<file path="src/hawk_pkg.sv">
////////////////////////////////////////////////////////////
// shared widths, table bases, status codes and entry fields
// for the page-read side; referenced by package::name only
////////////////////////////////////////////////////////////
package hawk_pkg;

  // bus and index widths
  localparam int ADDR_W    = 32;  // axi address
  localparam int DATA_W    = 64;  // axi data, one table entry per beat
  localparam int PAGE_W    = 20;  // page number, address bits 31:12
  localparam int LST_IDX_W = 8;   // tol list index, 0 is null
  localparam int ATT_IDX_W = 10;  // att entry number
  localparam int STS_W     = 2;   // page status code
  localparam int RESP_W    = 2;   // axi rresp

  // first host page, address 0x8000_0000
  localparam logic [PAGE_W-1:0] HPPA_BASE_PAGE = 20'h80000;

  // table bases, entry n sits at base + 8*n
  localparam logic [ADDR_W-1:0] ATT_BASE_ADDR = 32'h0001_0000;
  localparam logic [ADDR_W-1:0] TOL_BASE_ADDR = 32'h0002_0000;

  // page status codes
  localparam logic [STS_W-1:0] STS_DALLOC = 2'd0;  // no physical page yet
  localparam logic [STS_W-1:0] STS_UNCOMP = 2'd1;  // resident, plain
  localparam logic [STS_W-1:0] STS_INCOMP = 2'd2;  // resident, did not compress
  localparam logic [STS_W-1:0] STS_COMP   = 2'd3;  // held compressed

  // att entry layout
  localparam int ENT_STS_LSB  = 0;  // status in 1:0
  localparam int ENT_PAGE_LSB = 8;  // page in 27:8

  // tol entry layout
  localparam int TOL_NEXT_LSB = 0;   // next index in 7:0
  localparam int TOL_WAY_LSB  = 12;  // way page in 31:12

  // axi response
  localparam logic [RESP_W-1:0] RESP_OKAY = 2'b00;

endpackage

</file>
<file path="src/hawk_axi_rd_port.sv">
////////////////////////////////////////////////////////////
// single-beat axi read master, one read at a time
// start with rd_start/rd_addr, result comes with rd_done
////////////////////////////////////////////////////////////
module hawk_axi_rd_port (
  input  logic                        clk_i,
  input  logic                        rst_ni,
  // request side
  input  logic                        rd_start,
  input  logic [hawk_pkg::ADDR_W-1:0] rd_addr,
  output logic                        rd_done,
  output logic                        rd_err,
  output logic [hawk_pkg::DATA_W-1:0] rd_data,
  // axi read channel
  output logic                        arvalid,
  output logic [hawk_pkg::ADDR_W-1:0] araddr,
  input  logic                        arready,
  input  logic                        rvalid,
  input  logic [hawk_pkg::DATA_W-1:0] rdata,
  input  logic [hawk_pkg::RESP_W-1:0] rresp,
  input  logic                        rlast,
  output logic                        rready
);

  logic busy_q;     // read outstanding, from start to data beat
  logic beat;

  assign beat   = rvalid & rready;
  assign rready = busy_q;  // never block the data beat

  always_ff @(posedge clk_i or negedge rst_ni) begin
    if (!rst_ni) begin
      arvalid <= 1'b0;
      busy_q  <= 1'b0;
      rd_done <= 1'b0;
      rd_err  <= 1'b0;
    end else begin
      rd_done <= 1'b0;  // one-cycle pulse
      if (rd_start) begin
        arvalid <= 1'b1;
        busy_q  <= 1'b1;
      end else if (arvalid && arready) begin
        arvalid <= 1'b0;  // address taken
      end
      if (beat) begin
        busy_q  <= 1'b0;
        rd_done <= 1'b1;
        rd_err  <= (rresp != hawk_pkg::RESP_OKAY);  // slverr/decerr
      end
    end
  end

  // address and data beat capture
  always_ff @(posedge clk_i) begin
    if (rd_start) araddr <= rd_addr;
    if (beat)     rd_data <= rdata;
  end

  // slave must not answer a read we never issued
  a_rvalid_outstanding: assert property (@(posedge clk_i) disable iff (!rst_ni)
    rvalid |-> busy_q);
  // single-beat bursts only
  a_single_beat: assert property (@(posedge clk_i) disable iff (!rst_ni)
    beat |-> rlast);

endmodule

</file>
<file path="src/hawk_att_decoder.sv">
////////////////////////////////////////////////////////////
// att side datapath: entry number and address from the page
// number, then status and page of the returned att entry
////////////////////////////////////////////////////////////
module hawk_att_decoder (
  input  logic                           clk_i,
  input  logic                           rst_ni,
  input  logic                           att_load,     // latch lookup page
  input  logic [hawk_pkg::PAGE_W-1:0]    lookup_hppa,
  input  logic                           ent_load,     // capture att entry
  input  logic [hawk_pkg::DATA_W-1:0]    rd_data,
  output logic [hawk_pkg::ATT_IDX_W-1:0] att_idx,
  output logic [hawk_pkg::ADDR_W-1:0]    att_addr,
  output logic [hawk_pkg::STS_W-1:0]     ent_sts,
  output logic [hawk_pkg::PAGE_W-1:0]    ent_page
);

  logic [hawk_pkg::PAGE_W-1:0] rel_page;  // page offset from base, plus one

  // entry numbers start at 1, entry 0 unused
  assign rel_page = lookup_hppa - hawk_pkg::HPPA_BASE_PAGE + 1'b1;

  // byte address of the entry, 8 bytes each
  assign att_addr = hawk_pkg::ATT_BASE_ADDR
                  + {{(hawk_pkg::ADDR_W-hawk_pkg::ATT_IDX_W-3){1'b0}}, att_idx, 3'b000};

  always_ff @(posedge clk_i or negedge rst_ni) begin
    if (!rst_ni) begin
      att_idx  <= '0;
      ent_sts  <= hawk_pkg::STS_DALLOC;
      ent_page <= '0;
    end else begin
      if (att_load) begin
        att_idx <= rel_page[hawk_pkg::ATT_IDX_W-1:0];  // table only spans low bits
      end
      if (ent_load) begin
        ent_sts  <= rd_data[hawk_pkg::ENT_STS_LSB +: hawk_pkg::STS_W];
        ent_page <= rd_data[hawk_pkg::ENT_PAGE_LSB +: hawk_pkg::PAGE_W];
      end
    end
  end

endmodule

</file>
<file path="src/hawk_tol_alloc.sv">
////////////////////////////////////////////////////////////
// free-list pop: tol address from the sampled head, then
// the way page and next index for the table-update packet
////////////////////////////////////////////////////////////
module hawk_tol_alloc (
  input  logic                           clk_i,
  input  logic                           rst_ni,
  input  logic [hawk_pkg::LST_IDX_W-1:0] free_head,   // level from list manager
  input  logic                           head_load,   // sample free_head
  input  logic                           tol_load,    // capture tol entry
  input  logic [hawk_pkg::DATA_W-1:0]    rd_data,
  output logic [hawk_pkg::ADDR_W-1:0]    tol_addr,
  output logic                           free_empty,
  output logic [hawk_pkg::LST_IDX_W-1:0] upd_tol_idx,
  output logic [hawk_pkg::PAGE_W-1:0]    upd_way,
  output logic [hawk_pkg::LST_IDX_W-1:0] upd_next_head
);

  logic [hawk_pkg::LST_IDX_W-1:0] head_q;  // entry being popped

  // tol entry of the head, 8 bytes per entry
  assign tol_addr = hawk_pkg::TOL_BASE_ADDR
                  + {{(hawk_pkg::ADDR_W-hawk_pkg::LST_IDX_W-3){1'b0}}, head_q, 3'b000};

  assign upd_tol_idx = head_q;  // the popped entry is the one updated

  always_ff @(posedge clk_i or negedge rst_ni) begin
    if (!rst_ni) begin
      head_q     <= '0;
      free_empty <= 1'b1;
    end else if (head_load) begin
      head_q     <= free_head;
      free_empty <= (free_head == '0);  // null head, nothing to allocate
    end
  end

  // packet fields, only meaningful after tol_load
  always_ff @(posedge clk_i or negedge rst_ni) begin
    if (!rst_ni) begin
      upd_way       <= '0;
      upd_next_head <= '0;
    end else if (tol_load) begin
      upd_way       <= rd_data[hawk_pkg::TOL_WAY_LSB +: hawk_pkg::PAGE_W];
      upd_next_head <= rd_data[hawk_pkg::TOL_NEXT_LSB +: hawk_pkg::LST_IDX_W];
    end
  end

endmodule

</file>
<file path="src/hawk_pgrd_ctrl.sv">
////////////////////////////////////////////////////////////
// page-read control FSM: att read, decode, optional free-list
// allocation and table update, then one translation answer
////////////////////////////////////////////////////////////
module hawk_pgrd_ctrl (
  input  logic                        clk_i,
  input  logic                        rst_ni,
  input  logic                        lookup,
  output logic                        pgrd_ready,
  // datapath strobes
  output logic                        att_load,
  output logic                        head_load,
  output logic                        ent_load,
  output logic                        tol_load,
  output logic                        rd_start,
  output logic                        rd_sel,      // 0 att, 1 tol
  input  logic                        rd_done,
  input  logic                        rd_err,
  input  logic [hawk_pkg::STS_W-1:0]  ent_sts,
  input  logic [hawk_pkg::PAGE_W-1:0] ent_page,
  input  logic                        free_empty,
  input  logic [hawk_pkg::PAGE_W-1:0] upd_way,
  // page write manager
  input  logic                        pgwr_ready,
  output logic                        tbl_update,
  input  logic                        tbl_update_done,
  // answer
  output logic                        trnsl_valid,
  output logic [hawk_pkg::PAGE_W-1:0] trnsl_ppa,
  output logic [hawk_pkg::STS_W-1:0]  trnsl_sts,
  output logic                        trnsl_allow,
  output logic                        bus_error
);

  typedef enum logic [3:0] {
    IDLE, READ_ATT, WAIT_ATT, DECODE, POP_FREE,
    WAIT_TOL, UPDATE, WAIT_DONE, RESPOND, BUS_ERROR
  } state_t;

  state_t state_q, state_d;

  always_comb begin
    state_d    = state_q;
    att_load   = 1'b0;
    head_load  = 1'b0;
    ent_load   = 1'b0;
    tol_load   = 1'b0;
    rd_start   = 1'b0;
    tbl_update = 1'b0;
    case (state_q)
      IDLE: if (lookup) begin
        att_load = 1'b1;
        state_d  = READ_ATT;
      end
      READ_ATT: begin
        rd_start = 1'b1;  // att address selected
        state_d  = WAIT_ATT;
      end
      WAIT_ATT: if (rd_done) begin
        ent_load = !rd_err;
        state_d  = rd_err ? BUS_ERROR : DECODE;
      end
      DECODE: begin
        head_load = 1'b1;  // free head sampled on the way out
        state_d   = (ent_sts == hawk_pkg::STS_DALLOC) ? POP_FREE : RESPOND;
      end
      POP_FREE: begin
        rd_start = !free_empty;  // empty list answers at once
        state_d  = free_empty ? RESPOND : WAIT_TOL;
      end
      WAIT_TOL: if (rd_done) begin
        tol_load = !rd_err;
        state_d  = rd_err ? BUS_ERROR : UPDATE;
      end
      UPDATE: if (pgwr_ready) begin
        tbl_update = 1'b1;
        state_d    = WAIT_DONE;
      end
      WAIT_DONE: if (tbl_update_done) state_d = RESPOND;
      RESPOND:   state_d = IDLE;
      BUS_ERROR: state_d = BUS_ERROR;  // sticky until reset
      default:   state_d = IDLE;
    endcase
  end

  always_ff @(posedge clk_i or negedge rst_ni) begin
    if (!rst_ni) state_q <= IDLE;
    else         state_q <= state_d;
  end

  // answer payload, loaded on the way into RESPOND
  always_ff @(posedge clk_i) begin
    if (state_q == DECODE) begin
      trnsl_ppa   <= ent_page;
      trnsl_sts   <= ent_sts;
      trnsl_allow <= (ent_sts == hawk_pkg::STS_UNCOMP) || (ent_sts == hawk_pkg::STS_INCOMP);
    end else if (state_q == POP_FREE && free_empty) begin
      trnsl_ppa   <= '0;  // nothing free, compression not handled here
      trnsl_sts   <= hawk_pkg::STS_DALLOC;
      trnsl_allow <= 1'b0;
    end else if (state_q == WAIT_DONE && tbl_update_done) begin
      trnsl_ppa   <= upd_way;  // freshly allocated page
      trnsl_sts   <= hawk_pkg::STS_UNCOMP;
      trnsl_allow <= 1'b1;
    end
  end

  assign rd_sel      = (state_q == POP_FREE);
  assign pgrd_ready  = (state_q == IDLE);
  assign trnsl_valid = (state_q == RESPOND);
  assign bus_error   = (state_q == BUS_ERROR);

  // requester keeps one lookup in flight
  a_lookup_ready: assert property (@(posedge clk_i) disable iff (!rst_ni)
    lookup |-> pgrd_ready);
  // page write manager only answers an update in flight
  a_done_expected: assert property (@(posedge clk_i) disable iff (!rst_ni)
    tbl_update_done |-> (state_q == WAIT_DONE));

endmodule

</file>
<file path="src/hawk_pgrd_top.sv">
////////////////////////////////////////////////////////////
// page-read manager top: controller, axi read port and the
// att and tol datapaths; one lookup in flight at a time
////////////////////////////////////////////////////////////
module hawk_pgrd_top (
  input  logic                           clk_i,
  input  logic                           rst_ni,
  // lookup and answer
  input  logic                           lookup,
  input  logic [hawk_pkg::PAGE_W-1:0]    lookup_hppa,
  output logic                           pgrd_ready,
  output logic                           trnsl_valid,
  output logic [hawk_pkg::PAGE_W-1:0]    trnsl_ppa,
  output logic [hawk_pkg::STS_W-1:0]     trnsl_sts,
  output logic                           trnsl_allow,
  input  logic [hawk_pkg::LST_IDX_W-1:0] free_head,
  // axi read channel
  output logic                           arvalid,
  output logic [hawk_pkg::ADDR_W-1:0]    araddr,
  input  logic                           arready,
  input  logic                           rvalid,
  input  logic [hawk_pkg::DATA_W-1:0]    rdata,
  input  logic [hawk_pkg::RESP_W-1:0]    rresp,
  input  logic                           rlast,
  output logic                           rready,
  // page write manager
  input  logic                           pgwr_ready,
  output logic                           tbl_update,
  output logic [hawk_pkg::ATT_IDX_W-1:0] upd_att_idx,
  output logic [hawk_pkg::LST_IDX_W-1:0] upd_tol_idx,
  output logic [hawk_pkg::PAGE_W-1:0]    upd_way,
  output logic [hawk_pkg::LST_IDX_W-1:0] upd_next_head,
  input  logic                           tbl_update_done,
  output logic                           bus_error
);

  logic                        att_load, head_load, ent_load, tol_load;
  logic                        rd_start, rd_sel, rd_done, rd_err, free_empty;
  logic [hawk_pkg::ADDR_W-1:0] att_addr, tol_addr, rd_addr;
  logic [hawk_pkg::DATA_W-1:0] rd_data;
  logic [hawk_pkg::STS_W-1:0]  ent_sts;
  logic [hawk_pkg::PAGE_W-1:0] ent_page;

  assign rd_addr = rd_sel ? tol_addr : att_addr;  // one shared read port

  hawk_pgrd_ctrl ctrl_i (.*);
  hawk_axi_rd_port rd_port_i (.*);
  hawk_att_decoder att_dec_i (.*, .att_idx(upd_att_idx));
  hawk_tol_alloc tol_alloc_i (.*);

endmodule

</file>
<file path="config.mk">
export PLATFORM = sky130hd
export DESIGN_NAME = hawk_pgrd_top
export DESIGN_NICKNAME = d
export VERILOG_FILES = /design/src/hawk_pkg.sv /design/src/hawk_axi_rd_port.sv /design/src/hawk_att_decoder.sv /design/src/hawk_tol_alloc.sv /design/src/hawk_pgrd_ctrl.sv /design/src/hawk_pgrd_top.sv
export SDC_FILE = /design/constraint.sdc
export NUM_CORES = 1
export LEC_CHECK = 0
export ABC_AREA = 1
export BUFFER_PORTS_ARGS = -buffer_cell sky130_fd_sc_hd__buf_4
export CORE_MARGIN = 8
export CORE_UTILIZATION = 35
export DETAILED_ROUTE_END_ITERATION = 16
export GPL_TIMING_DRIVEN = 1
export HOLD_SLACK_MARGIN = 0.02
export SKIP_CTS_REPAIR_TIMING = 1
export SLEW_MARGIN = 20
export SYNTH_ARGS = -nofsm -noshare
export SYNTH_HDL_FRONTEND = slang
export SYNTH_SLANG_ARGS = --single-unit
export TNS_END_PERCENT = 100
</file>
<file path="constraint.sdc">
create_clock -name clk_i -period 1.9 [get_ports clk_i]
set_input_delay 0 -clock clk_i [delete_from_list [all_inputs] [get_ports clk_i]]
set_output_delay 0 -clock clk_i [all_outputs]
set_load 0.05 [all_outputs]
</file>
==> results.json, run 1 <==
{
  "track_usage_pct": 13.7,
  "seqCellArea_um2": 3940,
  "worstSetupStartpointType": "input pin",
  "synth_area_leaders": "edfxtp_1 (34%), dfrtp_1 (32%), nand2_1 (13%), inv_1 (2.9%), buf_4 (2.9%)",
  "synthSimpleGateAreaFrac_pct": 19.2,
  "p_switching_w": 0.00579,
  "postRouteWirelength_um": 15500,
  "initial_core_util_pct": 35.3,
  "grt_max_degree": 52,
  "syn2layout_area_growth_pct": 41.1,
  "ant_nets": 0,
  "synthMuxAreaShare_pct": 0,
  "synth_edf_count": 67,
  "synth_top_cell_by_area": "edfxtp_1",
  "placed_area_um2": 7290,
  "crit_fanout": 5,
  "drive_above_1_share_pct": 27.0,
  "num_io_pins": 209,
  "crit_type": "in -> reg",
  "fin_worst_skew_ns": 0.00887,
  "rows": 48,
  "status": "finished, final reports clean",
  "end_kind": "flop",
  "worst_pin_slew_ns": 0.676,
  "worstPathArrival_ns": 2.09,
  "synth_cells": 577,
  "synth-compound-area-share_pct": 6.26,
  "dieWidth_um": 147,
  "timing.fmax_mhz": 569,
  "drc_errors": 0,
  "slew_violations": 0,
  "clk_latency_ns": 0.41,
  "pwr-share-seq_pct": 36.4,
  "clock-sinks": 144,
  "whs_ns": 0.0283,
  "port_buffers": 145,
  "clkTransAtPathRegs_ns": 0.06,
  "critPathRequiredTime_ns": 2.23,
  "ys_types": 31,
  "clockBufferDepth": 2,
  "drtIter0Drc": 316,
  "avgViaCountPerCell": 4.44,
  "hpwl_um": 10800,
  "die_y_um": 147,
  "final_cell_area_um2": 8460,
  "grt_remaining_overflow": 0,
  "power_frac_comb_pct": 40.0,
  "final_util_pct": 49.7,
  "synth-seq-area-share_pct": 65.7,
  "power_leakage_nw": 4.04,
  "synth_top_family_by_area": "simple AND/OR/NAND/NOR gates",
  "hold_class": "in -> reg",
  "power_w": 0.0139,
  "yosys.area_share.adder_pct": 0.418,
  "gp_congestion": 0.800,
  "synthFlopType": "dfrtp_1",
  "p_per_area_nw_per_um2": 1650,
  "cap_viol_max_count": 0,
  "finalNonFillerCells": 1029,
  "firstDrtPassIters": 5,
  "fin_crit_sh_pct": 92.4,
  "num_vias": 4568,
  "synth_top_area_share_pct": 33.6,
  "ys_top_cells_by_count": "nand2_1 (207), dfrtp_1 (76), edfxtp_1 (67)",
  "cts_tree": "built",
  "dp.cells": 940,
  "dr_wl_met2_um": 7960,
  "highest_layer": "met4",
  "synth_area_per_cell_um2": 10.4,
  "min_period_ns": 1.76,
  "synth-async-reset-ratio_pct": 53.5,
  "synth_xor_area_share_pct": 0.438,
  "wl_met1_um": 6510,
  "htreeDepth": 4,
  "netlist_area_um2": 5990,
  "wl_met3_um": 803,
  "internal_power_w": 0.00815,
  "grt_antenna_before_repair": 0,
  "grt_pass1_wl_um": 23400,
  "vdd_drop_max_v": 0.000915,
  "cts_root_buf": "clkbuf_16",
  "multi_input_area_um2": 1660,
  "hold_viol_final": 0,
  "switching_share_pct": 41.5,
  "fillers": 1589,
  "diodes": 0,
  "synth.most_common_cell": "nand2_1",
  "ys_ff_latch": 144,
  "fin_nets": 895,
  "die_area_um2": 21600,
  "wl_per_cell_um": 15.0,
  "first_global_vias": 4581,
  "core-area_um2": 17000,
  "finalSetupViolCount": 0,
  "cts_buffers": 17,
  "clkPwrFrac_pct": 23.6,
  "relSlewSlack_pct": 54.9,
  "yosysWarnings": 0
}
-- critical path: stages --
cell	delay [ns]
dlygate4sd3_1	0.54
buf_4	0.12
ha_1	0.18
nand3_1	0.11
nor2_1	0.27
nand3_1	0.12
nand2_1	0.07
dlygate4sd3_1	0.54
nand3_1	0.07
o21ai_0	0.07
-- final timing paths --
path / endpoint / cells past startpoint / slack [ns] / from
min in group asynchronous: att_dec_i.att_idx[1] / 2 / 0.19 / rst_ni
hold reg to reg: att_dec_i.ent_page[2] / 2 / 0.47 / att_dec_i.ent_page[2]
setup / recovery: att_dec_i.att_idx[8] / 10 / 0.14 / lookup_hppa[0]
hold / removal: ctrl_i.trnsl_allow / 3 / 0.03 / tbl_update_done
max in group asynchronous: att_dec_i.ent_page[13] / 3 / 1.03 / rst_ni
setup reg to reg: tol_alloc_i.upd_way[6] / 6 / 0.24 / ctrl_i.state_q[3]
-- layout make-up --
class	instances	area share (%)
Sequential cell	144	46.6
Timing Repair Buffer	213	21.2
Multi-Input combinational cell	363	19.7
Clock buffer	23	5.65
Tap cell	225	3.33
Inverter	52	2.31
Clock inverter	9	1.27
-- through the flow --
step	setup WS (ns)	TNS (ns)
floorplan	0.0847	0
global placement	0.210	0
detailed placement	0.172	0
CTS	0.121	0
global route	-0.00729	-0.00729
finish	0.143	0
-- placed cells by master (no fill, tap or decap), drive strengths merged, types with 2 or more instances in the layout --
| cell | instances |
|---|---|
| nand2 | 213 |
| buf | 156 |
| dfrtp | 76 |
| edfxtp | 67 |
| o21ai | 59 |
| dlygate4sd3 | 57 |
| inv | 52 |
| nor2 | 28 |
| nand3 | 27 |
| clkbuf | 23 |
| conb | 20 |
| clkinv | 5 |
| nand4 | 4 |
| a21oi | 2 |
| xnor2 | 2 |
| ha | 2 |
| clkinvlp | 2 |
| bufinv | 2 |
-- state kept, by name, summed over array words and instances (netlist names), 2 cells and up --
register / flops
rd_port_i.rd_data: 32
att_dec_i.ent_page: 20
ctrl_i.trnsl_ppa: 20
tol_alloc_i.upd_way: 20
rd_port_i.araddr: 12
att_dec_i.att_idx: 10
tol_alloc_i.upd_next_head: 8
tol_alloc_i.upd_tol_idx: 8
ctrl_i.state_q: 4
att_dec_i.ent_sts: 2
ctrl_i.trnsl_sts: 2
-- power groups by stage --
stage / clock (W) / sequential, W / combinational (W)
floorplan: 0 / 0.00698 / 0.00182
global placement: 0 / 0.00510 / 0.00545
detailed placement: 0 / 0.00512 / 0.00553
CTS: 0.00335 / 0.00508 / 0.00554
global route: 0.00351 / 0.00518 / 0.00599
finish: 0.00329 / 0.00507 / 0.00558
-- cells by family after synthesis --
family | after synthesis
AND/OR/NAND/NOR | 273
flip-flops | 144
buffers and inverters | 89
AO/OA/AOI/OAI | 65
XOR/XNOR | 3
adder cells (fa/ha/maj) | 2
other | 1
-- metal layers --
layer | vias to the layer above | track usage [%]
li1 | 2253 | -
met5 | - | 0
met1 | 2161 | 15.9
met3 | 17 | 4.37
met2 | 137 | 23.8
met4 | 0 | 3.97
Note: power is estimated with default switching activity, not from simulation.
==> run 2: changes to the inputs <==
--- a/config.mk
+++ b/config.mk
@@ -16,5 +16,6 @@
 export SLEW_MARGIN = 20
 export SYNTH_ARGS = -nofsm -noshare
 export SYNTH_HDL_FRONTEND = slang
+export SYNTH_HIERARCHICAL = 1
 export SYNTH_SLANG_ARGS = --single-unit
 export TNS_END_PERCENT = 100
==> results.json, run 2 <==
{
  "met2_usage_pct": 19.4,
  "postRouteWirelength_um": 17100,
  "finalSetupViolCount": 0,
  "die_area_um2": 26000,
  "power_leakage_nw": 4.69,
  "vdd_drop_max_v": 0.000654,
  "hpwl_um": 11700,
  "busiest_layer": "met2",
  "core-area_um2": 20900,
  "hold_class": "in -> async",
  "grt_remaining_overflow": 0,
  "num_vias": 4933,
  "die_y_um": 161,
  "yosysWarnings": 6,
  "crit_path_max_incr_delay_ns": 0.45,
  "grt_max_degree": 41,
  "fin_crit_sh_pct": 92.9,
  "crit_fanout": 28,
  "synth_area_per_cell_um2": 11.4,
  "multi_input_area_um2": 2210,
  "initial_core_util_pct": 35.4,
  "critPathRequiredTime_ns": 2.20,
  "grt_pass1_wl_um": 26400,
  "dieWidth_um": 161,
  "setup_ws_ns": 0.135,
  "gp_congestion": 0.831,
  "met1_usage_pct": 16.8,
  "diodes": 0,
  "grt_setup_unrepaired": "no",
  "cp_slowest_cell": "dfrtp_1",
  "clk_latency_ns": 0.42,
  "ant_nets": 0,
  "crit_type": "reg -> reg",
  "p_per_area_nw_per_um2": 1610,
  "drc_errors": 0,
  "cap_viol_max_count": 0,
  "relSlewSlack_pct": 61.2,
  "firstDrtPassIters": 4,
  "cts_buffers": 17,
  "cts_tree": "built",
  "mostFrequentLayoutCells": "nand2_1 (209), buf_4 (171), edfxtp_1 (87), dfrtp_1 (76), dlygate4sd3_1 (55)",
  "syn2layout_area_growth_pct": 33.1,
  "crit_chain": "inv_1, nor2_1, nand2_1, nor3_2, buf_12, mux2_2",
  "htreeDepth": 4,
  "fillers": 1869,
  "min_period_ns": 1.77,
  "setup_tns_ns": 0,
  "top_regs": "rd_port_i/araddr: 32 flops, rd_port_i/rd_data: 32 flops",
  "first_global_vias": 4798,
  "clkTransAtPathRegs_ns": 0.07,
  "synth_cells": 651,
  "clock-sinks": 164,
  "track_usage_pct": 13.0,
  "num_io_pins": 209,
  "pre_cts_slack_ns": 0.150,
  "worstPathArrival_ns": 2.06,
  "clockBufferDepth": 2,
  "seqCellArea_um2": 4540,
  "wl_per_cell_um": 14.8,
  "rows": 53,
  "fin_worst_skew_ns": 0.0110,
  "timing.fmax_mhz": 567,
  "worstSetupStartpointType": "flop",
  "power_w": 0.0158,
  "avgViaCountPerCell": 4.28,
  "status": "finished, final reports clean",
  "port_buffers": 165,
  "hold_viol_final": 0,
  "drtIter0Drc": 208,
  "slew_violations": 0,
  "crit_family": "simple AND/OR/NAND/NOR gates",
  "cts_root_buf": "clkbuf_16",
  "final_common_cell": "nand2_1",
  "met3_usage_pct": 5.80,
  "netlist_area_um2": 7400,
  "fin_nets": 969,
  "worst_pin_slew_ns": 0.583,
  "drive_above_1_share_pct": 35.1,
  "end_kind": "flop",
  "grt_antenna_before_repair": 0,
  "worst-path-buf-inv": 2
}
run 2: cell count changes in the layout (fill, tap and decap cells not counted), moves of 19 or more:
cell	previous run	this run
edfxtp_1	67	87
nand2_2	4	30
conb_1	20	46
mux2_4	0	20
buf_4	152	171
mux2_2	0	30
inv_1	47	28
run 2: area by class of cell:
class                   count  share of cell area, %
multi-input cells         412                   22.4
inverters                  35                   1.41
well taps                 275                   3.49
flip-flops and latches    164                   46.1
clock buffers              19                   4.50
clock inverters            13                   1.64
repair buffers            235                   20.5
run 2: worst paths after layout:
path	startpoint	endpoint	slack (ns)	cells past startpoint
max	ctrl_i/state_q[0]	tol_alloc_i/upd_way[19]	0.13	6
min	rst_ni	tol_alloc_i/upd_next_head[5]	0.12	2
max reg2reg	ctrl_i/state_q[0]	tol_alloc_i/upd_way[19]	0.13	6
min reg2reg	rd_port_i/rd_data[9]	att_dec_i/ent_page[1]	0.48	1
max in group asynchronous	rst_ni	rd_port_i/arvalid	1.17	3
min in group clk_i	lookup	att_dec_i/att_idx[9]	0.12	6
run 2: report_power, final:
| group | internal [W] | total (W) | switching, W |
|---|---|---|---|
| clock network | 0.00202 | 0.00354 | 0.00152 |
| logic | 0.00203 | 0.00646 | 0.00443 |
| registers | 0.00513 | 0.00581 | 0.000680 |
| total | 0.00918 | 0.0158 | 0.00663 |
run 2: metal layers:
metal	vias to the layer above	share of wire, %	routed length, µm
met5	-	0	0
li1	2445	-	-
met3	12	8.6	1460
met1	2320	45	7710
met2	156	45	7730
met4	0	1.1	192
run 2: worst register-to-register path, delay by kind of cell, from the launching register on:
kind	cells	cell delay (ns)
mux	1	0.38
buf+inv	2	0.35
flops	1	0.45
simple gates	3	0.48
run 2: metrics by stage:
step	hold slack [ns]	utilization [%]	instance area (µm²)	std cells
2_1_floorplan	-0.296	-	7560	693
3_3_place_gp	0.0457	41.6	8690	1066
3_5_place_dp	0.0374	41.6	8690	1066
4_1_cts	-0.429	44.5	9300	1098
5_1_grt	0.159	47.2	9850	1153
6_report	0.116	47.2	9850	1153
